[src/dds_pkg.sv]
/* shared widths and burst control type for the tone generator
   table word is {coarse, slope}; phase bits below the fold field are dropped */
package dds_pkg;

   // phase accumulator and fcw
   localparam int PHASE_W = 32;

   // quarter-wave table geometry
   localparam int ROM_AW = 10;             // 1024 entries per quarter
   localparam int FINE_W = 14;             // offset between entries
   localparam int COARSE_W = 22;           // upper field of a table word
   localparam int SLOPE_W = 13;            // lower field
   localparam int ROM_DW = COARSE_W + SLOPE_W;

   // phase value to output sample
   // fold reg + table read + 4 interpolator stages
   localparam int PIPE_LAT = 6;

   // burst sequencing
   typedef enum logic [1:0] {
      st_idle,
      st_run,
      st_drain
   } burst_state_t;

endpackage

[src/burst_fsm.sv]
/* burst sequencer; start is only honoured in idle, stop only in run
   drain holds busy until the last sample has left the pipeline */
`timescale 1ns/1ps

module burst_fsm import dds_pkg::*; (
   input  logic c,
   input  logic rst,
   input  logic start,       // strobe
   input  logic stop,        // strobe
   input  logic expired,     // from sample_timer
   output logic run,         // phase generator advances
   output logic clear,       // phase restart, first run cycle
   output logic load_len,
   output logic load_drain,
   output logic busy
);

   burst_state_t state;
   logic go;                 // first cycle of a burst

   always_ff @(posedge c) begin
      if (rst) begin
         state <= st_idle;
         go <= 1'b0;
         load_drain <= 1'b0;
      end else begin
         go <= 1'b0;          // both pulses last one cycle
         load_drain <= 1'b0;
         case (state)
            st_idle: begin
               if (start) begin
                  state <= st_run;
                  go <= 1'b1;
               end
            end
            st_run: begin
               // last sample or early cut, then flush the pipe
               if (expired || stop) begin
                  state <= st_drain;
                  load_drain <= 1'b1;
               end
            end
            st_drain: begin
               if (expired)
                  state <= st_idle;
            end
            default: state <= st_idle;
         endcase
      end
   end

   assign run = (state == st_run);
   assign clear = go;        // phase back to 0
   assign load_len = go;     // timer takes the burst length
   assign busy = (state != st_idle);

endmodule

[config.mk]
export PLATFORM = sky130hd
export DESIGN_NAME = burst_fsm
export DESIGN_NICKNAME = d
export VERILOG_FILES = /design/src/dds_pkg.sv /design/src/burst_fsm.sv
export SDC_FILE = /design/constraint.sdc
export NUM_CORES = 1
export LEC_CHECK = 0
export CORE_AREA = 2 2 39 41
export DETAILED_ROUTE_END_ITERATION = 7
export DIE_AREA = 0 0 41 43
export DONT_BUFFER_PORTS = 1
export PLACE_DENSITY = 0.3
export SKIP_LAST_GASP = 1
export SYNTH_ARGS = -nofsm -noshare
export SYNTH_HDL_FRONTEND = slang
export SYNTH_SLANG_ARGS = --single-unit
[constraint.sdc]
create_clock -name c -period 2.45 [get_ports c]
set_clock_uncertainty 0.15 [all_clocks]
set_input_delay 0.245 -clock c [delete_from_list [all_inputs] [get_ports c]]
set_output_delay 0.245 -clock c [all_outputs]
set_load 0.01 [all_outputs]
==> impl_metrics.json, run 1 <==
{
  "syn_area_um2": 158,
  "rsz0062_at_grt": "false",
  "drtAntennaViolNets": 0,
  "timing.reg2reg.worst_path_depth": 3,
  "synth_area_leader_cell": "dfxtp_1",
  "seqCellArea_um2": 80.1,
  "r2r_end": "state[1]",
  "path_depth": 1,
  "clock_sinks": 4,
  "cts_root_buf": "clkbuf_4",
  "crit_type": "flop to primary output",
  "cts_tree": "yes",
  "first_global_vias": 131,
  "overflow": 0,
  "grtUsageTotal_pct": 4.61,
  "dieWidth_um": 41,
  "die-area_um2": 1760,
  "hp-start": "start",
  "setup_viol": 0,
  "grt_max_degree": 7,
  "total_power_uw": 171,
  "cts_made_buffers": 3,
  "finalHoldViolations": 0,
  "clkLatencyLatePin_ps": 240,
  "instances_no_fill": 34,
  "synth_top_area_share_pct": 50.8,
  "leakage_uw": 0.0000730,
  "core_area_um2": 1380,
  "viasPerCell": 3.47,
  "worstMarginPinSlew_ps": 248,
  "synth_area_leaders": "dfxtp_1, nor4b_1, mux2i_1, and2b_2, or3b_1",
  "min_path_cells": 1,
  "syn_nets": 20,
  "timing.final.max_slew_violations": 0,
  "avgRoutedWirePerCell_um": 10.0,
  "vias": 118,
  "routed_wl_um": 341,
  "yosys_register_bits": 4,
  "num_antenna_cells": 0,
  "critical_path.top_delay_family": "flip-flops",
  "antenna_found_initial": 0,
  "min_period_ps": 1310,
  "crit_chain": "or2_2",
  "crit_fanout": 6,
  "cp.arrival_ps": 920,
  "io_pins": 10,
  "maxCapViolations": 0,
  "fillCellCount": 160,
  "yosysWarnings": 0,
  "outcome": "finished clean",
  "placed_cells": 30,
  "path_buf_inv": 0,
  "powerDensity_nw_per_um2": 842,
  "final_cell_mix": "dfxtp_1, clkbuf_4, nor4b_1",
  "ir_worst_vdd_mv": 0.0830,
  "drc": 0,
  "final_common_cell": "dfxtp_1",
  "start_util_pct": 11.4,
  "fp-row-count": 14,
  "fin_crit_sh_pct": 53.7,
  "slew_headroom_pct": 83.2,
  "end_kind": "primary output",
  "drive_gt1_share_pct": 27.8,
  "synth.avg_cell_area_um2": 10.5,
  "gp_congestion": 0.552,
  "io_buffers": 0,
  "max-clock-path-buffers": 2,
  "syn_inst": 15,
  "cp.required_ps": 2060,
  "cpPeakStageDelay_ps": 340,
  "holdPathEnd": "clear",
  "yosys.cell_types.count": 11,
  "clk_pin_slew_ps": 40,
  "die_h_um": 43,
  "yosysSeqAreaShare_pct": 50.8,
  "slowest_stage": "dfxtp_1",
  "area_growth_pct": 28.6,
  "multi_input_area_um2": 70.1,
  "grt_first_pass_wirelength_um": 469,
  "hold_class": "primary input to flop",
  "setup.worst_path.start_class": "flop",
  "fmax_mhz": 760,
  "rr_startpoint": "state[1]",
  "first_pass_iters": 3,
  "finalSetupTns_ps": 0,
  "hold_ws_ps": 32.4,
  "drtIter0Drc": 3,
  "cts.htree.levels": 1,
  "r2r_slack_ps": 1350,
  "nNetsFinal": 25
}
Yosys cell counts:
| cell type | instances |
|---|---|
| dfxtp_1 | 4 |
| nor4b_1 | 2 |
| a21oi_1 | 1 |
| and2b_2 | 1 |
| buf_4 | 1 |
| mux2i_1 | 1 |
| nor2_1 | 1 |
| nor3_1 | 1 |
| o21ai_0 | 1 |
| or2_2 | 1 |
| or3b_1 | 1 |
area by class of cell:
cell class | instances | area share, %
Multi-Input combinational cell | 10 | 34.6
Tap cell | 16 | 9.88
Sequential cell | 4 | 39.5
Timing Repair Buffer | 1 | 4.94
Clock buffer | 3 | 11.1
state kept, by name, indices dropped and copies added (netlist names):
signal,flops
load_drain,1
state,2
clear,1
metal layers:
layer  wire length, µm  vias to the layer above  GRT usage, %
met2               209                        3          6.88
met3                 2                        2             0
met1               108                       54          2.88
met4                21                        0          10.0
met5                 0                        -             0
li1                  -                       59             -
how the worst max path moves through the flow:
stage | start | end | slack [ps]
after floorplan | state[0] | busy | 1410
after global placement | state[1] | state[1] | 1370
after detailed placement | state[1] | state[1] | 1360
after CTS | state[0] | busy | 1120
after global routing | state[0] | busy | 1120
final | state[0] | busy | 1140
kinds of logic (layout without fill, tap and decap cells):
family                 after synthesis  in the layout  synth area share (%)
buffers and inverters                1              4                  4.76
AOI/OAI and AO/OA                    2              2                  6.34
DFF                                  4              4                  50.8
and+or+nand+nor                      7              7                  31.7
muxes                                1              1                  6.35
power breakdown:
group | total, µW | switching (µW) | internal, µW | leakage [µW]
Clock | 83.0 | 28.2 | 54.9 | 0.0000138
Sequential | 74.9 | 5.40 | 69.5 | 0.0000329
Combinational | 12.8 | 5.87 | 6.92 | 0.0000263
through the flow:
stage | setup slack (ps) | util, % | cell area [µm²]
final | 1140 | 14.6 | 203
after global routing | 1120 | 14.6 | 203
after CTS | 1120 | 14.6 | 203
after detailed placement | 1360 | 12.3 | 170
after global placement | 1370 | 12.3 | 170
after floorplan | 1410 | - | 158
timing repair:
item	CTS	global route
buffers inserted	0	0
endpoints found under the hold margin	4	0
resized for setup	0	0
hold buffers	1	0
endpoints found under the setup margin	0	0
(Power assumes the default switching activity.)
==> run 2, diff against run 1 <==
- clock period: 2.45 -> 1.2 ns (I/O delays scaled with it)
==> run 2 against run 1 <==
Via count up 9.3%. First-iteration DRC count down 67%. Register-to-register slack worse by 1200 ps. Highest routed layer is now met2.
==> impl_metrics.json, run 2 (synthesis results as in run 1) <==
{
  "slew_headroom_pct": 81.5,
  "drc": 0,
  "avgRoutedWirePerCell_um": 10.4,
  "maxCapViolations": 0,
  "core_area_um2": 1380,
  "die-area_um2": 1760,
  "crit_type": "primary input to flop",
  "area_growth_pct": 50.0,
  "setup.worst_path.start_class": "primary input",
  "cts_root_buf": "clkbuf_4",
  "final_cell_mix": "dlygate4sd3_1, dfxtp_1, clkbuf_4, nor4b_1",
  "io_buffers": 0,
  "largest_reg_flops": 2,
  "instances_no_fill": 37,
  "drive_gt1_share_pct": 28.6,
  "clock_sinks": 4,
  "worstMarginPinSlew_ps": 274,
  "ir_worst_vdd_mv": 0.194,
  "finalWorstSetupSlack_ps": 37.6,
  "clkLatencyLatePin_ps": 240,
  "io_pins": 10,
  "gp_congestion": 0.597,
  "first_pass_iters": 2,
  "num_antenna_cells": 0,
  "cp.required_ps": 1210,
  "overflow": 0,
  "cpPeakStageDelay_ps": 560,
  "finalSetupTns_ps": 0,
  "fmax_mhz": 860,
  "max-clock-path-buffers": 2,
  "cp.arrival_ps": 1170,
  "r2r_slack_ps": 110,
  "vias": 129,
  "first_global_vias": 161,
  "end_kind": "flop",
  "finalHoldViolations": 0,
  "grtUsageTotal_pct": 6.02,
  "rsz0062_at_grt": "false",
  "placed_cells": 30,
  "dieWidth_um": 41,
  "viasPerCell": 3.49,
  "routed_wl_um": 385,
  "grt_max_degree": 7,
  "setup_viol": 0,
  "cts.htree.levels": 1,
  "clk_pin_slew_ps": 40,
  "grt_first_pass_wirelength_um": 607,
  "fp-row-count": 14,
  "drtIter0Drc": 1,
  "crit_fanout": 3,
  "timing.final.max_slew_violations": 0,
  "leakage_uw": 0.0000855,
  "cts_tree": "yes",
  "final_util_pct": 17.1,
  "start_util_pct": 11.4,
  "nNetsFinal": 28,
  "place_hpwl_um": 269,
  "cts_made_buffers": 3,
  "antenna_found_initial": 0,
  "largest-register": "state",
  "fillCellCount": 164,
  "min_period_ps": 1160,
  "crit_chain": "dlygate4sd3_1 > or3b_1 > a21oi_1",
  "outcome": "finished clean",
  "die_h_um": 43,
  "drtAntennaViolNets": 0,
  "dp_slack_ps": 110,
  "slowest_stage": "dlygate4sd3_1",
  "hold_class": "flop to flop",
  "fin_crit_sh_pct": 96.9,
  "powerDensity_nw_per_um2": 1520,
  "final_common_cell": "dlygate4sd3_1",
  "cts_setup_buffers": 0
}
## run 2: cell count changes in the layout (fill, tap and decap cells not counted)
| cell | before | now |
|---|---|---|
| dlygate4sd3_1 | 1 | 4 |
| or2_2 | 1 | 0 |
| or2_4 | 0 | 1 |
| dfxtp_2 | 0 | 1 |
| dfxtp_1 | 4 | 3 |
## run 2: worst paths after layout
check / cells past startpoint / endpoint / from
max: 3 / state[1] / expired
min: 1 / state[0] / state[1]
max reg2reg: 2 / state[1] / state[0]
min reg2reg: 1 / state[0] / state[1]
## run 2: power by group
part           internal (µW)  switching [µW]  leakage, µW
sequential               142            11.3    0.0000333
combinational           22.8            15.1    0.0000384
clock                    112            55.9    0.0000138
## run 2: layout make-up
cell class                      count  area (µm²)  share of cell area (%)
Sequential cell                     4        81.3                    34.4
Multi-Input combinational cell     10        72.6                    30.7
Timing Repair Buffer                4        40.0                    16.9
Clock buffer                        3        22.5                    9.52
Tap cell                           16        20.0                    8.47
## run 2: metal layers
metal | global-route usage (%) | up-vias | wire length [µm]
met3 | 1.57 | 0 | 0
met1 | 5.13 | 63 | 141
met2 | 8.13 | 1 | 243
met5 | 0 | - | 0
li1 | - | 65 | -
met4 | 10.0 | 0 | 0
## run 2: timing repair
action,in CTS,in global routing
hold endpoints to repair,4,0
endpoints found under the setup margin,1,1
hold buffers,4,0
pin swaps,0,0
resized for setup,1,1
## run 2: critical path, delay by kind of cell
| family | cells | cell delay [ps] |
|---|---|---|
| AND/OR/NAND/NOR | 1 | 360 |
| AO/OA/AOI/OAI | 1 | 130 |
| buffers and inverters | 1 | 560 |
## run 2: per-stage QoR
stage / total power, µW / hold slack (ps) / instance area [µm²]
finish: 359 / 326 / 236
global route: 384 / 360 / 236
CTS: 371 / 377 / 235
detailed placement: 178 / 44.4 / 170
global placement: 178 / 46.0 / 170
floorplan: 176 / 39.1 / 158
