$ cat config.mk
export PLATFORM = sky130hd
export DESIGN_NAME = sample_timer
export DESIGN_NICKNAME = d
export VERILOG_FILES = /design/src/dds_pkg.sv /design/src/sample_timer.sv
export SDC_FILE = /design/constraint.sdc
export NUM_CORES = 1
export LEC_CHECK = 0
export BUFFER_PORTS_ARGS = -buffer_cell sky130_fd_sc_hd__buf_2
export CAP_MARGIN = 10
export CORE_MARGIN = 10
export CORE_UTILIZATION = 50
export CTS_BUF_LIST = sky130_fd_sc_hd__clkbuf_2 sky130_fd_sc_hd__clkbuf_4 sky130_fd_sc_hd__clkbuf_8
export CTS_CLUSTER_SIZE = 40
export DETAILED_ROUTE_END_ITERATION = 12
export PLACE_DENSITY_LB_ADDON = 0.1
export SETUP_SLACK_MARGIN = 0.05
export SYNTH_ARGS = -nofsm -noshare
export SYNTH_HDL_FRONTEND = slang
export SYNTH_SLANG_ARGS = --single-unit
export TNS_END_PERCENT = 1
$ cat constraint.sdc
create_clock -name c -period 2.9 [get_ports c]
set_input_delay 0.29 -clock c [delete_from_list [all_inputs] [get_ports c]]
set_output_delay 0.29 -clock c [all_outputs]
set_load 0.01 [all_outputs]
$ cat src/dds_pkg.sv
/* shared widths and burst control type for the tone generator
   table word is {coarse, slope}; phase bits below the fold field are dropped */
package dds_pkg;

   // phase accumulator and fcw
   localparam int PHASE_W = 32;

   // quarter-wave table geometry
   localparam int ROM_AW = 10;             // 1024 entries per quarter
   localparam int FINE_W = 14;             // offset between entries
   localparam int COARSE_W = 22;           // upper field of a table word
   localparam int SLOPE_W = 13;            // lower field
   localparam int ROM_DW = COARSE_W + SLOPE_W;

   // phase value to output sample
   // fold reg + table read + 4 interpolator stages
   localparam int PIPE_LAT = 6;

   // burst sequencing
   typedef enum logic [1:0] {
      st_idle,
      st_run,
      st_drain
   } burst_state_t;

endpackage

$ cat src/sample_timer.sv
/* down counter for burst length and drain; len of 0 runs as 1
   LEN_W must be wide enough to hold PIPE_LAT */
`timescale 1ns/1ps

module sample_timer import dds_pkg::*; #(
   parameter int LEN_W = 16
) (
   input  logic c,
   input  logic rst,
   input  logic load_len,
   input  logic load_drain,
   input  logic [LEN_W-1:0] len,
   output logic expired       // pulse in the final counted cycle
);

   logic [LEN_W-1:0] cnt;
   logic [LEN_W-1:0] ld_val;  // count taken on a load
   logic load;
   logic armed;               // counting down

   always_comb begin
      if (load_drain)
         ld_val = LEN_W'(PIPE_LAT);
      else if (len == '0)
         ld_val = LEN_W'(1);  // zero length treated as one sample
      else
         ld_val = len;
   end

   assign load = load_len | load_drain;

   // load cycle is the first counted one, so a count of 1 expires at once
   assign expired = load ? (ld_val == LEN_W'(1)) : (armed && cnt == LEN_W'(1));

   always_ff @(posedge c) begin
      if (rst) begin
         cnt <= '0;
         armed <= 1'b0;
      end else if (load) begin
         cnt <= ld_val - LEN_W'(1);
         armed <= (ld_val != LEN_W'(1));
      end else if (armed) begin
         cnt <= cnt - LEN_W'(1);
         if (cnt == LEN_W'(1))
            armed <= 1'b0;    // stale expiry can't fire later
      end
   end

endmodule

==> flow_summary.ini, run 1 <==
[run_status]
status = completed

[logic_synthesis]
syn_inst = 170
yosysSeqAreaShare_pct = 25.40
synthArstFlopShare_pct = 0
synthAdderAreaFrac_pct = 3.735
synth.avg_cell_area_um2 = 7.883
synth-simple-area-share_pct = 34.36
ys_seq_elements = 17
synth-xor-area-share_pct = 13.07
synth-edff-count = 0
synth_cell_types = 49
synth_top_family_by_area = simple AND/OR/NAND/NOR gates
muxShareOfSynthArea_pct = 0
synthFlopType = dfxtp_1
synth_compound_area_share_pct = 20.26
yosysWarnings = 0
syn-cell-area_mm2 = 0.001340
synth_nets = 194

[clocking]
clock-sinks = 17
cts_setup_buffers = 0
htreeDepth = 1
ctsResizeCount = 0
cts_tree = built
cts.clk_slew.worst_paths_ns = 0.11
cts-root-buf = clkbuf_4
hold_buffers = 0
cts_buffer_depth = 2
numCtsBuffers = 3
clock_latency_ns = 0.29

[timing]
fmax_ghz = 0.3956
finalCritPeriodShare_pct = 87.16
setup_ws_ns = 0.3725
worst_slew_pin_slew_ns = 0.4871
fin_setup_tns_ns = 0
clock_skew_ns = 0.001607
setup_viol = 0
finalMaxSlewViolations = 0
hold_violations = 0
period_needed_ns = 2.528
rsz0062_at_grt = no
slew_headroom_pct = 67.26

[power]
switching_share_pct = 33.75
p_switching_mw = 0.1867
p_leak_nw = 0.5825
ir_drop_mv = 0.2308
power.share.clock_pct = 24.1
p_seq_share_pct = 47.9
p_int_mw = 0.3665
power_density_mw_per_mm2 = 369.7
power_frac_comb_pct = 28.0

[flow_run]
cap_violations = 0

[hold_path]
hold_path_class = in -> reg
holdPathEnd = cnt[14]$_SDFFE_PP0P_
min_from = rst
min_path_cells = 2

[critical_path]
critPathLaunchType = register
reg2regPathDepth = 5
path_class = reg -> out
max_stage_delay_ns = 0.58
cp_data_arrival_time_ns = 2.24
slowest_stage = or4_4
crit_family = simple AND/OR/NAND/NOR gates
path_buf_inv = 1
cp_max_fo = 5
reg2reg_to = cnt[10]$_SDFFE_PP0P_
crit_top_cell = or4_4
cp-end-kind = primary output
r2r_setup_slack_ns = 0.86
required_ns = 2.61
critical_path.cell_chain = or4_4, or4_4, nor3_1, a31o_1, buf_2
r2r-start = cnt[4]$_SDFFE_PP0P_

[floorplanning]
row_count = 18
dieArea_mm2 = 0.005151
start_util_pct = 53.12
die_h_um = 71.77
die_w_um = 71.77
io_pins = 21
core_area_mm2 = 0.002522

[route]
post-route-drc-count = 0
viasPerCell = 6.223
vias = 1369
finalWirelength_um = 3517
ant_nets = 0
drt_first_pass_iters = 5
wl_per_cell_um = 15.99
drt_iter0_drc = 88

[layout]
syn2layout_area_growth_pct = 11.67
final_net_count = 215
final_common_cell = nor2_1
drive_gt1_share_pct = 19.47
antenna_cells = 0
final_cell_mix = 23 x nor2_1, 20 x buf_2, 17 x dfxtp_1

[place]
io_buffer_count = 20
routabilityCongestion = 0.9097
place_ws_ns = 0.4529
dp_hpwl_um = 2672

[global_routing]
first_global_vias = 1298
grt_overflow = 0
track_usage_pct = 13.82
grt_first_pass_wirelength_um = 5975
grt_antenna_before_repair = 0
grt_max_degree = 16
## flip-flops by register name, summed over array words and instances (netlist names)
signal / cells
cnt: 16
armed: 1
## layer usage
metal | wire length (µm) | vias to the layer above | global-route usage, %
met5 | 0 | - | 0
met4 | 61 | 0 | 4.516
met2 | 1482 | 56 | 21.18
met1 | 1770 | 633 | 18.57
li1 | - | 672 | -
met3 | 203 | 8 | 2.893
## stage by stage
stage	util (%)	std cells	power, mW	hold WS, ns	instance area, µm²
6_report	59.33	220	0.5532	0.3002	1496
2_1_floorplan	-	170	0.3713	0.4641	1340
5_1_grt	59.33	220	0.5829	0.2913	1496
3_5_place_dp	58.23	216	0.4211	0.5738	1469
3_3_place_gp	58.23	216	0.4199	0.5676	1469
4_1_cts	59.33	220	0.5510	0.2896	1496
## cell families after synthesis
group / count (synthesis)
buf+inv: 11
compound gates: 37
fa+ha+maj: 4
simple gates: 81
flops: 17
xor+xnor: 20
## final cells by class
| class | instances | area, µm² |
|---|---|---|
| fill | 236 | 1026 |
| tap | 30 | 37.54 |
| inverter | 5 | 18.77 |
| timing repair buffer | 22 | 115.1 |
| sequential | 17 | 340.3 |
| multi-input combinational | 142 | 957.2 |
| clock inverter | 1 | 5.005 |
| clock buffer | 3 | 22.52 |
## cells in the mapped netlist (all sizes together) (3+ instances only)
master  number  area, µm²
nand2b       3      18.77
nand2       11      41.29
a211oi       4      30.03
xnor2       10      87.58
dfxtp       17      340.3
nand4        3      18.77
inv          5      18.77
buf          4      16.26
nor2        24      97.59
o21ai        5      25.02
nor4         8      68.82
nor3        10      60.06
o22ai        3      18.77
ha           4      50.05
a21oi        7      35.03
xor2        10      87.58
nand3        6      30.03
## worst register-to-register path: cells and delay by family, from the launching register on
kind,cells,cell delay (ns)
compound gates,1,0.09
xor+xnor,1,0.16
flops,1,0.36
simple gates,3,1.32
## worst max-delay path by stage
stage | endpoint | depth (start not counted) | from | slack, ns
floorplan | cnt[14]$_SDFFE_PP0P_ | 11 | len[6] | 0.62
global placement | cnt[14]$_SDFFE_PP0P_ | 11 | len[0] | 0.51
detailed placement | cnt[14]$_SDFFE_PP0P_ | 11 | len[4] | 0.45
CTS | expired | 5 | cnt[7]$_SDFFE_PP0P_ | 0.38
global route | expired | 5 | cnt[7]$_SDFFE_PP0P_ | 0.25
finish | expired | 5 | cnt[7]$_SDFFE_PP0P_ | 0.37
## power by group through the flow
stage          clock network [mW]  logic, mW  registers (mW)
3_3_place_gp                    0      0.151           0.269
2_1_floorplan                   0      0.107           0.265
6_report                    0.133      0.155           0.265
4_1_cts                     0.133      0.154           0.264
5_1_grt                     0.145      0.171           0.267
3_5_place_dp                    0      0.151           0.270
Note: power is estimated with default switching activity, not from simulation.
==> inputs of run 2 (changes only) <==
--- a/config.mk
+++ b/config.mk
@@ -10,9 +10,11 @@
 export CORE_MARGIN = 10
 export CORE_UTILIZATION = 50
 export CTS_BUF_LIST = sky130_fd_sc_hd__clkbuf_2 sky130_fd_sc_hd__clkbuf_4 sky130_fd_sc_hd__clkbuf_8
+export CTS_CLUSTER_DIAMETER = 200
 export CTS_CLUSTER_SIZE = 40
 export DETAILED_ROUTE_END_ITERATION = 12
 export PLACE_DENSITY_LB_ADDON = 0.1
+export REMOVE_ABC_BUFFERS = 1
 export SETUP_SLACK_MARGIN = 0.05
 export SYNTH_ARGS = -nofsm -noshare
 export SYNTH_HDL_FRONTEND = slang
==> flow_summary.ini, run 2 (synthesis gave the netlist of run 1 again) <==
[power]
p_total_mw = 0.5500
ir_drop_mv = 0.3603
p_leak_nw = 0.5778
power.share.clock_pct = 24.4
power_frac_comb_pct = 27.4
switching_share_pct = 31.45
p_int_mw = 0.3770
p_switching_mw = 0.1729
p_seq_share_pct = 48.2
power_density_mw_per_mm2 = 368.8

[global_routing]
grt_util_met2_pct = 22.16
track_usage_pct = 13.08
grt_overflow = 0
grt_antenna_before_repair = 0
gr-usage-met3_pct = 3.306
grt_util_met1_pct = 16.54
grt-busiest-layer = met2
grt_first_pass_wirelength_um = 5706
first_global_vias = 1222
grt_max_degree = 16

[run_status]
status = completed

[clocking]
cts_buffer_depth = 2
clock-sinks = 17
numCtsBuffers = 3
cts.clk_slew.worst_paths_ns = 0.10
cts_tree = built
clock_latency_ns = 0.29
ctsResizeCount = 0
cts-root-buf = clkbuf_4
cts_setup_buffers = 0
hold_buffers = 0
htreeDepth = 1

[timing]
slew_headroom_pct = 63.09
clock_skew_ns = 0.009863
setup_viol = 0
worst_slew_pin_slew_ns = 0.5486
finalMaxSlewViolations = 0
rsz0062_at_grt = no
fin_setup_tns_ns = 0
period_needed_ns = 2.568
fmax_ghz = 0.3894
hold_violations = 0
finalCritPeriodShare_pct = 88.55

[floorplanning]
die_w_um = 71.77
io_pins = 21
start_util_pct = 53.12
core_area_mm2 = 0.002522
dieArea_mm2 = 0.005151
row_count = 18
die_h_um = 71.77

[hold_path]
min_path_cells = 3
holdPathEnd = cnt[15]$_SDFFE_PP0P_
min_from = len[15]
hold_path_class = in -> reg

[critical_path]
r2r_setup_slack_ns = 0.87
reg2regPathDepth = 5
path_class = reg -> out
critPathLaunchType = register
required_ns = 2.61
cp-end-kind = primary output
cp_data_arrival_time_ns = 2.28
r2r-start = cnt[7]$_SDFFE_PP0P_
cp_max_fo = 5
reg2reg_to = cnt[14]$_SDFFE_PP0P_

[route]
drt_iter0_drc = 115
finalWirelength_um = 3427
ant_nets = 0
wl_per_cell_um = 15.65
viasPerCell = 6.123
drt_first_pass_iters = 4
vias = 1341
post-route-drc-count = 0

[place]
io_buffer_count = 20
dp_hpwl_um = 2773
routabilityCongestion = 0.8762
dp_cells = 215

[layout]
final_net_count = 214
antenna_cells = 0
n_fill_cell = 249
regMostFlops = cnt
final_cell_mix = 23 x nor2_1, 20 x buf_2, 17 x dfxtp_1
utilization_pct = 59.13
final_common_cell = nor2_1
stdcell_count = 219
largest_reg_flops = 16
top_regs = cnt x16, armed x1
syn2layout_area_growth_pct = 11.30
drive_gt1_share_pct = 19.05

[flow_run]
cap_violations = 0
[run 2: per-layer routing]
metal,up-vias,share of wire (%)
li1,675,-
met1,636,46
met2,28,49
met3,2,4.3
met4,0,0.85
met5,-,0
[run 2: worst max-delay path by stage]
| stage | cells past startpoint | startpoint | endpoint |
|---|---|---|---|
| after detailed placement | 11 | len[10] | cnt[6]$_SDFFE_PP0P_ |
| after global placement | 11 | len[0] | cnt[6]$_SDFFE_PP0P_ |
| after floorplan | 10 | len[6] | cnt[14]$_SDFFE_PP0P_ |
| final | 5 | cnt[7]$_SDFFE_PP0P_ | expired |
| after CTS | 5 | cnt[7]$_SDFFE_PP0P_ | expired |
| after global routing | 5 | cnt[7]$_SDFFE_PP0P_ | expired |
[run 2: power groups by stage]
stage / sequential (mW) / combinational (mW) / clock (mW)
after global routing: 0.267 / 0.169 / 0.150
after floorplan: 0.266 / 0.0988 / 0
after CTS: 0.265 / 0.151 / 0.139
final: 0.265 / 0.151 / 0.134
after detailed placement: 0.270 / 0.150 / 0
after global placement: 0.270 / 0.148 / 0
[run 2: per-stage QoR]
step / hold slack, ns / area [µm²] / worst slack (ns)
5_1_grt: 0.3145 / 1491 / 0.1893
6_report: 0.3187 / 1491 / 0.3319
3_5_place_dp: 0.5850 / 1461 / 0.2957
3_3_place_gp: 0.5673 / 1461 / 0.3732
4_1_cts: 0.3031 / 1491 / 0.3382
2_1_floorplan: 0.3562 / 1316 / 0.7089
[run 2: worst max-delay path: stages, from the launching register on]
cell and delay [ns]:
dfxtp_1 0.37, or4_4 0.57, or4_4 0.47, nor3_1 0.26
a31o_1 0.18, buf_2 0.13
[run 2: area by class of cell]
class                      instances  area, µm²  area share, %
clock buffer                       4      30.03          2.013
inverter                           5      18.77          1.258
multi-input combinational        142      957.2          64.18
sequential                        17      340.3          22.82
tap                               30      37.54          2.517
timing repair buffer              21      107.6          7.215
