==> config.mk <==
export PLATFORM = sky130hd
export DESIGN_NAME = cosine_int
export DESIGN_NICKNAME = d
export VERILOG_FILES = /design/src/dds_pkg.sv /design/src/cosine_int.sv
export SDC_FILE = /design/constraint.sdc
export NUM_CORES = 1
export LEC_CHECK = 0
export BUFFER_PORTS_ARGS = -buffer_cell sky130_fd_sc_hd__buf_2
export CAP_MARGIN = 20
export CORE_UTILIZATION = 44
export CTS_CLUSTER_DIAMETER = 150
export DETAILED_ROUTE_END_ITERATION = 12
export MAX_ROUTING_LAYER = met4
export PLACE_DENSITY = 0.68
export SETUP_SLACK_MARGIN = 0.4
export SLEW_MARGIN = 0
export SYNTH_ARGS = -nofsm -noshare
export SYNTH_HDL_FRONTEND = slang
export SYNTH_SLANG_ARGS = --single-unit
==> constraint.sdc <==
create_clock -name c -period 6.8 [get_ports c]
set_clock_uncertainty 0.15 [all_clocks]
set_input_delay 1.36 -clock c [delete_from_list [all_inputs] [get_ports c]]
set_output_delay 1.36 -clock c [all_outputs]
set_load 0.01 [all_outputs]
==> src/dds_pkg.sv <==
/* shared widths and burst control type for the tone generator
   table word is {coarse, slope}; phase bits below the fold field are dropped */
package dds_pkg;

   // phase accumulator and fcw
   localparam int PHASE_W = 32;

   // quarter-wave table geometry
   localparam int ROM_AW = 10;             // 1024 entries per quarter
   localparam int FINE_W = 14;             // offset between entries
   localparam int COARSE_W = 22;           // upper field of a table word
   localparam int SLOPE_W = 13;            // lower field
   localparam int ROM_DW = COARSE_W + SLOPE_W;

   // phase value to output sample
   // fold reg + table read + 4 interpolator stages
   localparam int PIPE_LAT = 6;

   // burst sequencing
   typedef enum logic [1:0] {
      st_idle,
      st_run,
      st_drain
   } burst_state_t;

endpackage

==> src/cosine_int.sv <==
/* linear interpolator on the table output; four stages from rom_d to o
   NBO must not exceed COARSE_W+1, wider words would need sign extension */
`timescale 1ns/1ps

module cosine_int import dds_pkg::*; #(
   parameter int NBO = 23     // output sample bits
) (
   input  logic c,
   input  logic rst,
   input  logic pos,
   input  logic vld,
   input  logic [FINE_W-1:0] fine,
   input  logic [ROM_DW-1:0] rom_d,
   output logic signed [NBO-1:0] o,
   output logic o_valid
);

   localparam int PROD_W = SLOPE_W + FINE_W;
   localparam int SW = COARSE_W + 1;                     // signed full scale
   localparam logic [PROD_W-1:0] HALF = PROD_W'(1) << (FINE_W - 1);

   logic [FINE_W-1:0] fine_d;         // lines up with rom_d
   logic [PROD_W-1:0] prod_a;         // slope * fine, rounded
   logic [COARSE_W-1:0] coarse_a;
   logic [COARSE_W-1:0] mag_b;
   logic signed [SW-1:0] sv_c;
   logic [2:0] pos_sr;                // sign follows the data
   logic [PIPE_LAT-2:0] vld_sr;       // vld comes in one cycle after the phase

   always_ff @(posedge c) begin
      fine_d <= fine;
      pos_sr <= {pos_sr[1:0], pos};
      // stage a, product and coarse field
      prod_a <= rom_d[SLOPE_W-1:0] * fine_d + HALF;
      coarse_a <= rom_d[ROM_DW-1 -: COARSE_W];
      // stage b, step back from the entry toward the next one
      mag_b <= coarse_a - prod_a[PROD_W-1 -: SLOPE_W];
      // stage c, quadrant sign
      sv_c <= pos_sr[2] ? $signed({1'b0, mag_b}) : -$signed({1'b0, mag_b});
      // stage d
      o <= sv_c[SW-1 -: NBO];         // keep top bits
   end

   always_ff @(posedge c) begin
      if (rst)
         vld_sr <= '0;
      else
         vld_sr <= {vld_sr[PIPE_LAT-3:0], vld};
   end

   assign o_valid = vld_sr[PIPE_LAT-2];

endmodule

==> results of run 1 <==
==> worst paths after layout <==
kind                                         from  cells after the start  slack [ns]            endpoint
worst max-delay path                     rom_d[2]                     19        0.66  prod_a[23]$_DFF_P_
worst min-delay path             sv_c[21]$_DFF_P_                      0        0.17       o[21]$_DFF_P_
worst max register to register  fine_d[6]$_DFF_P_                     16        1.18  prod_a[26]$_DFF_P_
worst min register to register   sv_c[21]$_DFF_P_                      0        0.17       o[21]$_DFF_P_
==> power by group <==
group          switching, W  internal [W]
Sequential         0.000107      0.000988
Clock              0.000411      0.000499
Combinational       0.00184       0.00144
Total               0.00236       0.00293
==> Yosys cell counts (2+ instances only) <==
cell,n,area share [%]
a31oi_1,7,0.45
nor2_1,27,1.0
a21o_1,4,0.31
and3_1,5,0.32
xor2_1,26,2.4
nor4_1,5,0.32
dfxtp_1,125,26
a211oi_1,2,0.16
or3_1,2,0.13
and2_1,92,6.0
nor2b_1,9,0.58
o21ai_0,18,0.93
nand2_1,101,3.9
o31ai_1,3,0.23
o21a_1,5,0.39
nand4_1,5,0.32
xnor2_1,26,2.4
and4_1,3,0.27
inv_1,156,6.1
mux2_2,2,0.23
a31o_2,2,0.18
a221oi_1,2,0.18
nand3_1,8,0.41
nand2b_1,7,0.45
o211ai_1,2,0.16
a21oi_1,31,1.6
ha_1,102,13
fa_1,132,27
nor3_1,10,0.52
clkbuf_1,29,1.1
==> final cells by class <==
type | count | area, um^2
well taps | 275 | 344
repair buffers | 83 | 433
multi-input cells | 659 | 6480
fillers | 1951 | 10300
inverters | 156 | 586
flip-flops and latches | 125 | 2500
clock inverters | 15 | 183
clock buffers | 17 | 425
==> sequential cells by signal (all words and copies together), names as in the netlist <==
| name | flops |
|---|---|
| vld_sr | 5 |
| fine_d | 14 |
| mag_b | 22 |
| o | 23 |
| pos_sr | 3 |
| prod_a | 13 |
| coarse_a | 22 |
| sv_c | 23 |
==> cell usage in the layout, fill, tap and decap left out, types with 4 or more instances in the layout <==
cell type	n
ha_1	102
clkinv_8	5
buf_2	76
inv_1	156
dfxtp_1	125
fa_1	132
a31oi_1	7
nand2_1	101
inv_8	6
a21o_1	4
xor2_1	26
xnor2_1	26
nand3_1	8
o21ai_0	17
nand2b_1	7
buf_4	7
nor2b_1	9
nand4_1	5
and3_1	5
nor3_1	10
nor2_1	27
clkbuf_16	17
a21oi_1	30
and2_1	92
o21a_1	5
nor4_1	5
==> what timing repair did <==
| action | CTS | global route |
|---|---|---|
| setup buffers | 0 | 0 |
| endpoints found under the setup margin | 0 | 5 |
| resized for setup | 0 | 4 |
==> cells by family (layout without fill, tap and decap cells) <==
family                   after synthesis  after routing  synth area share, %
AND/OR/NAND/NOR                      281            281                 15.1
adder cells (fa/ha/maj)              234            234                 40.6
buffers and inverters                185            271                 7.19
flip-flops                           125            125                 25.9
AO/OA/AOI/OAI                         90             90                 6.30
XOR/XNOR                              52             52                 4.72
multiplexers                           2              2                0.233
==> per-layer routing <==
metal,vias to the layer above,GRT usage [%]
li1,3192,-
met4,0,6.21
met5,-,-
met3,28,2.76
met2,136,31.5
met1,3243,23.1
==> stage by stage <==
step / hold WS [ns] / util (%) / total power, W / area [um^2] / setup slack, ns
floorplan: 0.160 / - / 0.00354 / 9660 / 0.434
global placement: 0.160 / 48.5 / 0.00420 / 10300 / 0.166
detailed placement: 0.162 / 48.5 / 0.00427 / 10300 / 0.0695
CTS: 0.174 / 51.4 / 0.00527 / 10900 / 0.520
global route: 0.171 / 51.4 / 0.00582 / 11000 / 0.437
finish: 0.170 / 51.4 / 0.00529 / 11000 / 0.655
==> worst max-delay path: stages <==
cell and delay (ns):
buf_2 0.18, and2_1 0.20, fa_1 0.50, inv_1 0.05, fa_1 0.52, inv_1 0.05, fa_1 0.50, inv_1 0.05
fa_1 0.47, inv_1 0.05, fa_1 0.47, ha_1 0.30, ha_1 0.29, nand4_1 0.12, o32ai_1 0.31, a211oi_1 0.18
o31ai_4 0.38, a31oi_1 0.16, xnor2_1 0.15
==> impl_results.md, run 1 <==
* Share of synthesized registers carrying an async set or reset at 0%
* Pwr Density at 483 nW/um^2
* Synth Net Count at 1256
* M1 WL at 8490 um
* Met2 Routed Length at 9340 um
* Worst Path Arrival at 6.30 ns
* Peak Freq at between 150 and 200 MHz
* Final setup violation count at 0
* Final Wtd Congestion at 0.838
* Number of diodes at 0
* Largest net degree at the start of global routing at 23
* Pins Over Slew Limit at 0
* Initial antenna violation count at 0
* Routed Antenna Nets at 0
* First-pass GRT wire length at 31700 um
* Cell Rows at 53
* Routed len/inst at roughly 14 um
* Critical path startpoint category: input pin
* Drt pass-1 iters at 4
* Vias per inst at 4.96
* Synth Area per Inst at 9.96 um^2
* Core ar. at 21300 um^2
* DRC Markers at 0
* GRT Util Overall at 18.7%
* Die Width at 150 um
* Peak supply drop at 0.457 mV
* Mapped Area at 9660 um^2
* Synth Register Bits at 125
* Top layer in use: met4
* First DRT Iteration DRCs at 210
* Clock insertion delay at the later pin of the skew report at 0.42 ns
* I/O pins at 77
* Die H at ~150 um
* Cells after Synth at 969
* Final worst path period share at 90.4%
* Seq/Total Area, Yosys at 25.9%
* TritonCTS clock tree: yes
* Hold Path Class: register to register
* WS Path Type: input pin to register
* Leak at 5.35 nW
* Fin cells at between 1000 and 1500
* CTS clock-pin slew for the worst setup and hold paths at approximately 0.070 ns
* Number of synthesis warnings at 0
* Area Growth Syn to Fin at 13.4%
* Share of post-route cells with drive strength above 1 at 12.3%
* CP Capture Type: register
* Setup TNS after final layout at 0 ns
* CTS Hold Buffers Added at 0
* Clk sinks at 125
* Starting Density at between 40 and 50%
* I/O Buffers at 76
* Hpwl dp at 15000 um
* Number of distinct library cells after synthesis at 51
* Inst Count DP at 1298
* Root buffer cell: clkbuf_16
* Primary FF master, synth: dfxtp_1
* Post-synth EDFFs at 0
* Vias in the first global route at 6569
* Final Critical Period at 6.14 ns
* GRT overflow at 0
* Via Count at ~6600
* Critical Path Fanout Max at 14
* H-tree levels at 4
* Slew Limit Headroom at between 50% and 60%
* Met3 wire length at between 700 and 800 um
* Status: completed
* Max clock buf depth at 2
* Final #Nets at 1329
* # Max-Cap Violations at 0
* Required time worst endpoint at 6.96 ns
* Final hold viol count at 0
* DIE AREA at 22500 um^2
* RSZ-0062 raised after global routing: false
* Routed WL at 19000 um
* Worst-Margin Slew at between 0.6 and 0.7 ns
* CTS Buf Count at 17
Power figures use the tool's default switching activity.
==> run 2, diff against run 1 <==
--- a/config.mk
+++ b/config.mk
@@ -7,11 +7,11 @@
 export LEC_CHECK = 0
 export BUFFER_PORTS_ARGS = -buffer_cell sky130_fd_sc_hd__buf_2
 export CAP_MARGIN = 20
-export CORE_UTILIZATION = 44
+export CORE_UTILIZATION = 30
 export CTS_CLUSTER_DIAMETER = 150
 export DETAILED_ROUTE_END_ITERATION = 12
 export MAX_ROUTING_LAYER = met4
-export PLACE_DENSITY = 0.68
+export PLACE_DENSITY = 0.52
 export SETUP_SLACK_MARGIN = 0.4
 export SLEW_MARGIN = 0
 export SYNTH_ARGS = -nofsm -noshare
==> impl_results.md, run 2 (synthesis gave the netlist of run 1 again) <==
* Leak at 5.32 nW (was 5.35 nW)
* Drt pass-1 iters at 4 (unchanged)
* RSZ-0062 raised after global routing: false (unchanged)
* Starting Density at 30.5% (was 45.4%)
* DRC Markers at 0 (unchanged)
* DP Area at 10500 um^2 (was 10300 um^2)
* # Max-Cap Violations at 0 (unchanged)
* Cell Rows at 65 (was 53)
* Final Critical Period at 6.13 ns (was 6.14 ns)
* GRT Util Overall at 13.5% (was 18.7%)
* Share of post-route cells with drive strength above 1 at 11.9% (was 12.3%)
* Required time worst endpoint at 6.98 ns (was 6.96 ns)
* Hold Path Class: register to register (unchanged)
* Clock insertion delay at the later pin of the skew report at 0.44 ns (was 0.42 ns)
* CTS Hold Buffers Added at 0 (unchanged)
* Final core utilization at 34.9% (was 51.4%)
* Status: completed (unchanged)
* DIE AREA at 32900 um^2 (was 22500 um^2)
* Gate power share at 61.4% (was 62.1%)
* Setup TNS after final layout at 0 ns (unchanged)
* Core ar. at 31600 um^2 (was 21300 um^2)
* Fin cells at 1456 (was 1330)
* Crit path cell chain: buf_2, and2_1, fa_1, inv_1, fa_1, inv_1, fa_1, inv_1, fa_1, inv_1, fa_1, ha_1, ha_1, nand4_1, o32ai_1, a211oi_1, o31ai_2, buf_4, o311ai_0 (was buf_2, and2_1, fa_1, inv_1, fa_1, inv_1, fa_1, inv_1, fa_1, inv_1, fa_1, ha_1, ha_1, nand4_1, o32ai_1, a211oi_1, o31ai_4, a31oi_1, xnor2_1)
* Vias per inst at 4.35 (was 4.96)
* Seq pwr share at 21.3% (was 20.7%)
* Critical path startpoint category: input pin (unchanged)
* GRT overflow at 0 (unchanged)
* Most common cell after layout, fill and taps aside: inv_1 (unchanged)
* Inst Count DP at 1423 (was 1298)
* Via Count at 6338 (was 6599)
* Die H at 181 um (was 150 um)
* CTS Buf Count at 17 (unchanged)
* Final hold viol count at 0 (unchanged)
* Switching power at 0.00220 W (was 0.00236 W)
* Peak supply drop at 0.319 mV (was 0.457 mV)
* Crit path largest cell delay at 0.54 ns (was 0.52 ns)
* I/O pins at 77 (unchanged)
* TritonCTS clock tree: yes (unchanged)
* Setup repair bufs after CTS at 0 (unchanged)
* Peak Freq at 163 MHz (about the same)
* Final worst path period share at 90.1% (was 90.4%)
* PostCTS Resize Cnt at 0 (unchanged)
* Clk sinks at 125 (unchanged)
* Most frequent cells in the layout: 156 x inv_1, 132 x fa_1, 125 x dfxtp_1, 102 x ha_1, 101 x nand2_1 (unchanged)
* Area of the multi-input gates at 6460 um^2 (was 6480 um^2)
* CP Capture Type: register (unchanged)
* H-tree levels at 4 (unchanged)
* Largest registers: o (23), sv_c (23) (unchanged)
* Worst-Margin Slew at 0.717 ns (was 0.678 ns)
* Area Growth Syn to Fin at 14.3% (was 13.4%)
* Int Power at 0.00290 W (was 0.00293 W)
* Slew Limit Headroom at 52.1% (was 54.7%)
* Largest net degree at the start of global routing at 23 (unchanged)
* Reg area at 2500 um^2 (unchanged)
* Critical Path Fanout Max at 14 (unchanged)
* Root buffer cell: clkbuf_16 (unchanged)
* Worst R2R Path Depth at 15 (was 16)
* CP max-delay cell: fa_1 (unchanged)
* Routed len/inst at 13.6 um (was 14.3 um)
* Clock group share of total power at 17.3% (was 17.2%)
* CTS clock-pin slew for the worst setup and hold paths at 0.07 ns (about the same)
* Initial antenna violation count at 0 (unchanged)
* Routed Antenna Nets at 0 (unchanged)
* First-pass GRT wire length at 33400 um (was 31700 um)
* Final #Nets at 1327 (was 1329)
* Vias in the first global route at 6495 (was 6569)
* Die Width at 181 um (was 150 um)
* Most used cell, CP: fa_1 (unchanged)
* Pwr Density at 462 nW/um^2 (was 483 nW/um^2)
* Filler Cell Count at 3191 (was 1951)
* Final Wtd Congestion at 0.851 (was 0.838)
* WS Path Type: input pin to register (unchanged)
* I/O Buffers at 76 (unchanged)
* Pins Over Slew Limit at 0 (unchanged)
* Hpwl dp at 15600 um (was 15000 um)
* Switching Fraction at 43.2% (was 44.6%)
* Max clock buf depth at 2 (unchanged)
* Post-route cell area at 11000 um^2 (about the same)
* Worst Path Arrival at 6.30 ns (about the same)
* First DRT Iteration DRCs at 275 (was 210)
* Hold Path Stages at 0 (unchanged)
* Final setup violation count at 0 (unchanged)
* Routed WL at 19800 um (was 19000 um)
run 2: worst max-delay path: cells and delay by family:
kind | cells | cell delay (ns)
and+or+nand+nor | 2 | 0.32
AOI/OAI and AO/OA | 4 | 0.94
buffers and inverters | 6 | 0.55
adders and majority gates | 7 | 3.12
run 2: layout make-up:
| type | instances | area share (%) |
|---|---|---|
| Antenna cell | 1 | 0.0227 |
| Clock buffer | 18 | 3.89 |
| Clock inverter | 14 | 1.24 |
| Timing Repair Buffer | 81 | 3.79 |
| Tap cell | 402 | 4.56 |
| Sequential cell | 125 | 22.7 |
| Inverter | 156 | 5.31 |
| Multi-Input combinational cell | 659 | 58.5 |
run 2: final timing paths:
path	from	endpoint	slack, ns
setup / recovery	rom_d[3]	prod_a[25]$_DFF_P_	0.67
hold / removal	sv_c[1]$_DFF_P_	o[1]$_DFF_P_	0.17
setup reg to reg	fine_d[4]$_DFF_P_	prod_a[21]$_DFF_P_	1.12
hold reg to reg	sv_c[1]$_DFF_P_	o[1]$_DFF_P_	0.17
run 2: power groups by stage:
stage / sequential (W) / clock (W) / combinational (W)
3_3_place_gp: 0.00111 / 0 / 0.00314
4_1_cts: 0.00109 / 0.000926 / 0.00320
3_5_place_dp: 0.00111 / 0 / 0.00315
6_report: 0.00109 / 0.000882 / 0.00313
2_1_floorplan: 0.00110 / 0 / 0.00244
5_1_grt: 0.00112 / 0.000958 / 0.00364
run 2: metrics by stage:
step	hold slack [ns]	total power, W	setup WS (ns)
2_1_floorplan	0.160	0.00354	0.434
3_3_place_gp	0.161	0.00425	0.248
3_5_place_dp	0.162	0.00426	0.177
4_1_cts	0.172	0.00522	0.641
5_1_grt	0.174	0.00572	0.401
6_report	0.170	0.00510	0.675
run 2: per-layer routing:
metal  routed length (um)  share of wire (%)  GRT usage (%)  vias up
met4                  320                1.6           4.61        0
met5                    0                  0              -        -
li1                     -                  -              -     3193
met3                  903                4.6           2.47       26
met1                10000                 51           18.4     2980
met2                 8530                 43           20.1      139
