**src/dds_pkg.sv**
```systemverilog
/* shared widths and burst control type for the tone generator
   table word is {coarse, slope}; phase bits below the fold field are dropped */
package dds_pkg;

   // phase accumulator and fcw
   localparam int PHASE_W = 32;

   // quarter-wave table geometry
   localparam int ROM_AW = 10;             // 1024 entries per quarter
   localparam int FINE_W = 14;             // offset between entries
   localparam int COARSE_W = 22;           // upper field of a table word
   localparam int SLOPE_W = 13;            // lower field
   localparam int ROM_DW = COARSE_W + SLOPE_W;

   // phase value to output sample
   // fold reg + table read + 4 interpolator stages
   localparam int PIPE_LAT = 6;

   // burst sequencing
   typedef enum logic [1:0] {
      st_idle,
      st_run,
      st_drain
   } burst_state_t;

endpackage

```
**src/phase_gen.sv**
```systemverilog
/* phase accumulator with quarter-wave fold; one register stage to the outputs
   the low PHASE_W-2-ROM_AW-FINE_W phase bits do not reach the table */
`timescale 1ns/1ps

module phase_gen import dds_pkg::*; (
   input  logic c,
   input  logic rst,
   input  logic run,
   input  logic clear,
   input  logic [PHASE_W-1:0] fcw,
   output logic [ROM_AW-1:0] rom_addr,
   output logic [FINE_W-1:0] fine,
   output logic pos,          // high for a positive result
   output logic vld
);

   localparam int FOLD_W = ROM_AW + FINE_W;

   logic [PHASE_W-1:0] acc;
   logic [PHASE_W-1:0] ph;    // phase of the current cycle
   logic [1:0] q;             // quadrant
   logic [FOLD_W-1:0] frac;   // position inside the quadrant
   logic [FOLD_W-1:0] folded;

   // clear forces the first sample of a burst onto phase 0
   assign ph = clear ? '0 : acc;
   assign q = ph[PHASE_W-1 -: 2];
   assign frac = ph[PHASE_W-3 -: FOLD_W];

   // odd quadrants run the table backwards
   assign folded = q[0] ? ~frac : frac;

   always_ff @(posedge c) begin
      if (rst) begin
         acc <= '0;
         vld <= 1'b0;
      end else begin
         acc <= run ? ph + fcw : ph;
         vld <= run;          // one sample per run cycle
      end
   end

   // fold register, no reset on payload
   always_ff @(posedge c) begin
      rom_addr <= folded[FOLD_W-1 -: ROM_AW];
      fine <= folded[FINE_W-1:0];
      pos <= ~(q[1] ^ q[0]);  // quadrants 0 and 3
   end

endmodule

```
**config.mk**
```make
export PLATFORM = sky130hd
export DESIGN_NAME = phase_gen
export DESIGN_NICKNAME = d
export VERILOG_FILES = /design/src/dds_pkg.sv /design/src/phase_gen.sv
export SDC_FILE = /design/constraint.sdc
export NUM_CORES = 1
export LEC_CHECK = 0
export ABC_AREA = 1
export CAP_MARGIN = 20
export CORE_MARGIN = 3
export CORE_UTILIZATION = 65
export DETAILED_ROUTE_END_ITERATION = 8
export DONT_BUFFER_PORTS = 1
export PLACE_DENSITY = 0.81
export SYNTH_ARGS = -nofsm -noshare
export SYNTH_HDL_FRONTEND = slang
export SYNTH_SLANG_ARGS = --single-unit
```
**constraint.sdc**
```tcl
create_clock -name c -period 2.57 [get_ports c]
set_input_delay 0.1285 -clock c [delete_from_list [all_inputs] [get_ports c]]
set_output_delay 0.1285 -clock c [all_outputs]
set_load 0.01 [all_outputs]
```
==> key figures, run 1 <==
Drt
  • DRC: 0
  • DRT iter0 DRCs: approximately 420
  • Final WL: 12.9 mm
  • TritonRoute pass-1 iters: 5
  • Wire per inst: about 15 um
  • Vias: 4738
  • Final ANT Viol Nets: 0
  • Via-to-Cell Ratio: around 5.3

Clock tree
  • H-tree Lvls: 3
  • Clock-pin slew on the worst setup and hold paths: 0.07 ns
  • Num Clock Sinks: 58
  • Clock root buffer master: clkbuf_8
  • Clk_lat worst skew: about 0.34 ns
  • CTS Buffer Depth: 2
  • Clock buffer count from CTS: 9
  • TritonCTS clock tree: done

Floorplanning
  • Die Area: between 8000 and 9000 um2
  • Initial Util: just under 70%
  • Die height: about 90 um
  • Die Wd: ~90 um
  • Core area: 6830 um2
  • # rows: 30
  • IO Count: 62

Global route
  • Met1 Track Usage GR: 44.5%
  • Grt met3 use: 10.3%
  • Grt ovf: 0
  • GR Util All Layers: 32.1%
  • Number of global-route vias before repair: 4308
  • First-pass GRT wire length: 20.8 mm
  • M2 GR Usage: a little under half
  • Initial antenna violation count: 0
  • Largest net degree at the start of global routing: 29
  • Top Usage Layer GRT: met2

Timing
  • RSZ-0062 raised after global routing: no
  • Slew Viols, Final: 0
  • Tcrit/Tclk final: 94.5%
  • Fmax: about 400 MHz
  • Worst Tran Pin Value: around 0.89 ns
  • Final hold violation count: 0
  • Final setup viols: 0
  • Hold_ws: between 0.01 and 0.015 ns
  • Minimum clock period: approximately 2.4 ns
  • Skew final: about 0.0085 ns
  • Worst slew margin: 40.7%
  • Setup TNS Final: 0 ns
  • Fin worst setup slack: 0.140 ns

Worst setup path
  • Critical Path End Type: flop
  • Slowest-stage cell, CP: fa_1
  • Setup Crit Path Kind: flop to flop
  • Req. time, crit path: between 2 and 3 ns
  • Worst setup SP type: flop
  • RR Startpoint: acc[0]$_SDFF_PP0_
  • Critical path startpoint: acc[0]$_SDFF_PP0_
  • Crit-path max cell delay: 0.47 ns
  • Crit path cell chain: nand2_1 -> inv_1 -> ha_1 -> fa_1 -> nand3_1 -> nand3_1 -> nand2_1 -> nand3_1 -> nand2_1 -> nand3_1 -> nand2_1 -> nand3_1 -> nand2_1 -> inv_1
  • Arr. time, crit path: roughly 2.7 ns
  • Crit path max-delay family: simple AND/OR/NAND/NOR gates
  • Crit-path max FO: 4
  • CP Buf/Inv Count: 2

Finish
  • Post-route cell area: about 5000 um2
  • Filler cell count in the final layout: between 600 and 700
  • Layout area overhead: 6.25%
  • ANT cells: 0
  • Final nets: 857
  • Layout cells sized above 1: under 10%

Run status
  • Status: completed

Logic synthesis
  • Ys async rst share: 0%
  • Seq/Total Area, Yosys: ~25%
  • Number of library cell types mapped by synthesis: 32
  • Mean Syn Cell Area: about 5.9 um2
  • Synthesized area: about 4600 um2
  • Mapped Nets: around 850
  • Post-synthesis register bit count: 58
  • Top post-synthesis cells by area: dfxtp_1, nand2_1, inv_1
  • Cell accounting for the most synthesized area: dfxtp_1
  • Main flop type after synthesis: dfxtp_1
  • Post-synth top area share: between 20% and 30%
  • Ys Warns: 0
  • Post-synth EDFFs: 0
  • Cells after Synth: just under 800

Pwr
  • Leak: 2.97 nW
  • Peak supply drop: about 0.22 mV
  • Pwr/cell area: about 480 nW/um2

Placement
  • Placement Cell Area: roughly 4700 um2
  • I/O Buffers: 0
  • Setup WS pre-CTS: 0.134 ns
  • DPL Wire Length: 10.3 mm
  • GPL Wtd Cong: approximately 1.0

Flow run
  • Max cap viols: 0

Hold path
  • Hold WC Path Type: input port to flop
  • Min-delay src: run
## routing by layer
metal	wire, um	vias up
li1	-	2388
met4	265	0
met1	5730	2081
met5	0	-
met3	1590	26
met2	5360	243
## cell families (layout without fill, tap and decap cells)
family,Yosys count,after routing,share of synthesized area [%]
flops,58,58,25.2
xor+xnor,10,10,1.90
fa+ha+maj,32,32,8.86
buf+inv,186,196,15.6
compound gates,92,92,10.8
simple gates,406,406,37.7
## layout by cell type (no fill, tap or decap), types with 2 or more instances in the layout
cell type,instances
nand4_1,3
nand3_2,6
a21oi_1,41
o21bai_1,2
nand2_2,18
xnor2_1,2
a32o_1,2
or2_1,3
nor3_2,3
nand2_1,277
dlygate4sd3_1,3
buf_4,5
xor2_1,8
o21ai_0,34
nand3_1,42
a21oi_2,3
clkbuf_8,10
inv_1,157
dfxtp_1,58
inv_2,14
nor2_2,11
ha_1,31
o21ai_1,8
clkinvlp_4,2
clkinv_2,3
or2_2,2
nor2_1,39
## tightest hold or removal path, cell delays in order
cell and delay (ns):
nand2_1 0.05, o21ai_1 0.07, inv_1 0.06
## registers in the layout, summed over array words and instances (netlist names)
signal and flops:
rom_addr 10, acc 32, pos 1, fine 14
vld 1
## worst paths after layout
check	endpoint	cells after the start	slack, ns
max	acc[24]$_SDFF_PP0_	14	0.14
min	acc[17]$_SDFF_PP0_	3	0.01
max reg2reg	acc[24]$_SDFF_PP0_	14	0.14
min reg2reg	fine[2]$_DFF_P_	1	0.46
## cell usage after synthesis (2+ instances only)
cell	number
nand2_1	277
inv_1	157
dfxtp_1	58
nand3_1	42
a21oi_1	41
nor2_1	39
o21ai_0	34
ha_1	31
nand2_2	18
inv_2	14
nor2_2	11
o21ai_1	8
xor2_1	8
clkbuf_1	6
nand3_2	6
buf_2	5
a21oi_2	3
nand4_1	3
nor3_2	3
or2_1	3
a32o_1	2
buf_4	2
o21bai_1	2
or2_2	2
xnor2_1	2
## area by class of cell
class                           count  area, um2  area share [%]
Timing Repair Buffer                8       67.6            1.38
Inverter                          172        646            13.2
Clock inverter                      5       30.0           0.614
Tap cell                           96        120            2.46
Sequential cell                    58       1160            23.7
Multi-Input combinational cell    540       2730            55.7
Clock buffer                       11        141            2.89
## power breakdown
group          switching [mW]  leakage (nW)  internal, mW
logic                   0.403          2.41         0.189
registers              0.0402         0.480         0.973
clock network           0.367        0.0851         0.371
total                   0.811          2.97          1.53
## what timing repair did
item | CTS | global route
buffers inserted | 0 | 0
resized for setup | 0 | 0
endpoints found under the hold margin | 23 | 0
hold buffers | 3 | 0
## stage by stage
| stage | std cells | total power [mW] | util (%) |
|---|---|---|---|
| after floorplan | 784 | 1.47 | - |
| after global placement | 871 | 1.58 | 68.6 |
| after detailed placement | 871 | 1.59 | 68.6 |
| after CTS | 890 | 2.32 | 71.6 |
| after global routing | 890 | 2.45 | 71.6 |
| final | 890 | 2.34 | 71.6 |
Power figures use the tool's default switching activity.
==> run 2, diff against run 1 <==
--- a/config.mk
+++ b/config.mk
@@ -5,13 +5,11 @@
 export SDC_FILE = /design/constraint.sdc
 export NUM_CORES = 1
 export LEC_CHECK = 0
-export ABC_AREA = 1
 export CAP_MARGIN = 20
 export CORE_MARGIN = 3
-export CORE_UTILIZATION = 65
+export CORE_UTILIZATION = 50
 export DETAILED_ROUTE_END_ITERATION = 8
 export DONT_BUFFER_PORTS = 1
-export PLACE_DENSITY = 0.81
 export SYNTH_ARGS = -nofsm -noshare
 export SYNTH_HDL_FRONTEND = slang
 export SYNTH_SLANG_ARGS = --single-unit
==> run 2 against run 1 <==
  * The run now ends with setup timing left
  * Register-to-register slack got worse by 0.22 ns
  * Routed wire length shrank 19%
  * Sequential power hardly changed
  * Die area is 9.0% higher
  * Cell area shrank 2.9%
  * Non-clock buffer count grew 31
  * First-iteration DRC count fell by 79%
  * Largest cell class unchanged
  * Highest routed layer unchanged
==> key figures, run 2 <==
Floorplanning
  • Die Wd: 94.1 um (+4.4%)
  • Core area: 7410 um2 (+8.4%)
  • Initial Util: 52.4% (-15 points)
  • Die height: 94.1 um (+4.4%)
  • IO Count: 62 (unchanged)
  • Die Area: 8860 um2 (+9.0%)
  • # rows: 31 (+3.3%)

Finish
  • Layout cells sized above 1: 20.5% (+11 points)
  • Layout Cells excl Fill: 602 (-32%)
  • Max reg flops: 32 (unchanged)
  • Commonest cells after routing, fill and taps aside: dfxtp_1, nor2_1, nand2_1
  • ANT cells: 0 (unchanged)
  • Largest registers: acc (32), fine (14), rom_addr (10)
  • Multi-input gate area: 2850 um2 (+4.5%)
  • Largest reg by FF count: acc
  • FF/Latch Area: 1160 um2 (+0.22%)
  • Final nets: 566 (-34%)
  • Layout area overhead: 22.4%
  • Filler cell count in the final layout: 654 (+7.4%)
  • Commonest non-fill, non-tap cell in the layout: dfxtp_1

Drt
  • Final WL: 10.5 mm (-19%)
  • Wire per inst: 17.5 um (+20%)
  • TritonRoute pass-1 iters: 4 (-1)
  • DRC: 0 (unchanged)
  • Vias: 3402 (-28%)
  • DRT iter0 DRCs: 87 (-79%)
  • Via-to-Cell Ratio: 5.65 (+6.2%)
  • Final ANT Viol Nets: 0 (unchanged)

Logic synthesis
  • Synthesized area: 3880 um2 (-16%)
  • Ys async rst share: 0% (unchanged)
  • Seq/Total Area, Yosys: 29.9% (+4.7 points)
  • Cell accounting for the most synthesized area: dfxtp_1
  • Most instantiated library cell after synthesis: dfxtp_1
  • Main flop type after synthesis: dfxtp_1
  • Combinational family with the most area after synthesis: simple AND/OR/NAND/NOR gates
  • Top post-synthesis cells by area: dfxtp_1, ha_1, xnor2_1
  • Post-synthesis register bit count: 58 (unchanged)
  • Number of library cell types mapped by synthesis: 54 (+69%)
  • Ys Warns: 0 (unchanged)
  • Cells after Synth: 470 (-40%)
  • Post-synthesis compound-gate area fraction: 19.8% (+9.1 points)
  • Mux share of post-synthesis cell area: 4.16% (+4.2 points)
  • List of most frequent post-synthesis cells: dfxtp_1, nor2_1, nand2_1
  • Post-synth top area share: 29.9% (+4.7 points)
  • Post-synth EDFFs: 0 (unchanged)
  • Post-synthesis adder-cell area fraction: 10.5% (+1.6 points)
  • XOR/XNOR Fraction of Synth Area: 11.1% (+9.2 points)
  • Synth Area in Simple Gates: 21.4% (-16 points)
  • Mapped Nets: 538 (-37%)
  • Mean Syn Cell Area: 8.26 um2 (+41%)

Hold path
  • Hold WC Path Type: input port to flop

Placement
  • Setup WS pre-CTS: -0.185 ns (-0.319 ns)
  • GPL Wtd Cong: 0.898 (-14%)
  • DPL Wire Length: 6.92 mm (-33%)
  • I/O Buffers: 0 (unchanged)
  • Placed cells: 576 (-34%)

Timing
  • RSZ-0062 raised after global routing: yes
  • Final setup viols: 3 (+3)
  • Tcrit/Tclk final: 103% (+8.8 points)
  • Worst slew margin: 48.5% (+7.7 points)
  • Minimum clock period: 2.65 ns (+0.225 ns)
  • Skew final: 0.0105 ns (+0.00200 ns)
  • Worst Tran Pin Value: 0.770 ns (-0.116 ns)
  • Hold_ws: 0.0158 ns (+0.00193 ns)
  • Fmax: 377 MHz (-8.5%)
  • Slew Viols, Final: 0 (unchanged)
  • Final hold violation count: 0 (unchanged)
  • Setup TNS Final: -0.195 ns (-0.195 ns)
  • Fin worst setup slack: -0.0849 ns (-0.225 ns)

Clock tree
  • CTS Buffer Depth: 2 (unchanged)
  • Clock root buffer master: clkbuf_8
  • Clock-pin slew on the worst setup and hold paths: 0.07 ns (about the same)
  • TritonCTS clock tree: done
  • H-tree Lvls: 3 (unchanged)
  • Clock buffer count from CTS: 9 (unchanged)
  • Num Clock Sinks: 58 (unchanged)
  • Clk_lat worst skew: 0.35 ns (about the same)

Worst setup path
  • Crit path max-delay family: compound AO/OA/AOI/OAI gates
  • Setup Crit Path Kind: flop to flop
  • CP Buf/Inv Count: 0 (-2)
  • Slowest-stage cell, CP: fa_2
  • Most Frequent Cell on Critical Path: a21oi_2
  • Worst setup SP type: flop
  • Critical Path End Type: flop
  • Arr. time, crit path: 2.89 ns (+0.23 ns)
  • Crit-path max FO: 2 (-2)
  • Crit-path max cell delay: 0.36 ns (-0.11 ns)
  • Req. time, crit path: 2.80 ns (about the same)
  • Crit path cell chain: nor2b_4 -> ha_4 -> fa_2 -> a21oi_2 -> nand4b_1 -> a21oi_2 -> o21a_1 -> o31ai_2 -> a21boi_1 -> or3_1 -> a32o_1

Run status
  • Status: finished with violations
  • Failing checks: setup timing

Pwr
  • Pwr/cell area: 578 nW/um2 (+21%)
  • Leak: 2.01 nW (-32%)
  • Peak supply drop: 0.410 mV (+85%)

Global route
  • Number of global-route vias before repair: 3310 (-23%)
  • First-pass GRT wire length: 16.5 mm (-21%)
  • Largest net degree at the start of global routing: 34 (+17%)
  • Grt ovf: 0 (unchanged)
  • Initial antenna violation count: 0 (unchanged)
  • GR Util All Layers: 24.0% (-8.1 points)

Flow run
  • Max cap viols: 0 (unchanged)
run 2: changes by cell type after synthesis, moves of 14 or more:
cell,before,now
clkbuf_1,6,20
inv_1,157,9
inv_2,14,0
mux2i_1,0,15
nand2_1,277,38
nand2_2,18,0
nand3_1,42,10
nor2_1,39,54
nor2b_1,0,32
xnor2_1,2,34
run 2: area by class of cell:
class | count | area share, %
Clock inverter | 5 | 2.11
Sequential cell | 58 | 24.5
Timing Repair Buffer | 39 | 6.85
Tap cell | 99 | 2.61
Inverter | 10 | 0.790
Multi-Input combinational cell | 380 | 60.0
Clock buffer | 11 | 3.19
run 2: timing repair:
item / CTS / global route
pin swaps: 23 / 18
endpoints found under the hold margin: 36 / 0
resized for setup: 29 / 28
hold buffers: 3 / 0
setup endpoints to repair: 9 / 14
buffers inserted: 8 / 0
run 2: logic make-up (layout without fill, tap and decap cells):
logic type | after synthesis | count (layout)
adder cells (fa/ha/maj) | 32 | 32
XOR/XNOR | 49 | 49
buffers and inverters | 32 | 65
AO/OA/AOI/OAI | 113 | 113
multiplexers | 16 | 16
AND/OR/NAND/NOR | 170 | 170
flip-flops | 58 | 58
run 2: per-stage QoR:
| step | power (mW) | area, um2 | util (%) |
|---|---|---|---|
| floorplan | 1.47 | 3890 | - |
| global placement | 1.58 | 4150 | 56.0 |
| detailed placement | 1.59 | 4150 | 56.0 |
| CTS | 2.73 | 4630 | 62.6 |
| global route | 2.87 | 4750 | 64.1 |
| finish | 2.74 | 4750 | 64.1 |
run 2: worst paths after layout:
| check | start | cells after the start | slack [ns] | endpoint |
|---|---|---|---|---|
| worst max-delay path | acc[0]$_SDFF_PP0_ | 11 | -0.08 | acc[22]$_SDFF_PP0_ |
| worst min-delay path | clear | 3 | 0.02 | acc[3]$_SDFF_PP0_ |
| worst max register to register | acc[0]$_SDFF_PP0_ | 11 | -0.08 | acc[22]$_SDFF_PP0_ |
| worst min register to register | acc[25]$_SDFF_PP0_ | 2 | 0.48 | acc[25]$_SDFF_PP0_ |
run 2: worst reg2reg max path, cell delays in order (launching register included):
cell and delay [ns]:
dfxtp_1 0.31, nor2b_4 0.13, ha_4 0.16, fa_2 0.37, a21oi_2 0.16, nand4b_1 0.19, a21oi_2 0.10, o21a_1 0.22
o31ai_2 0.23, a21boi_1 0.11, or3_1 0.36, a32o_1 0.22
run 2: power breakdown:
part	internal [mW]	leakage [nW]	switching [mW]
clock	0.694	0.129	0.394
sequential	0.980	0.478	0.0620
combinational	0.293	1.40	0.321
run 2: layer usage:
layer	up-vias	GRT usage, %	routed length, um
li1	1707	-	-
met1	1588	31.6	4780
met2	94	39.5	4880
met3	13	4.57	721
met4	0	7.82	129
met5	-	0	0
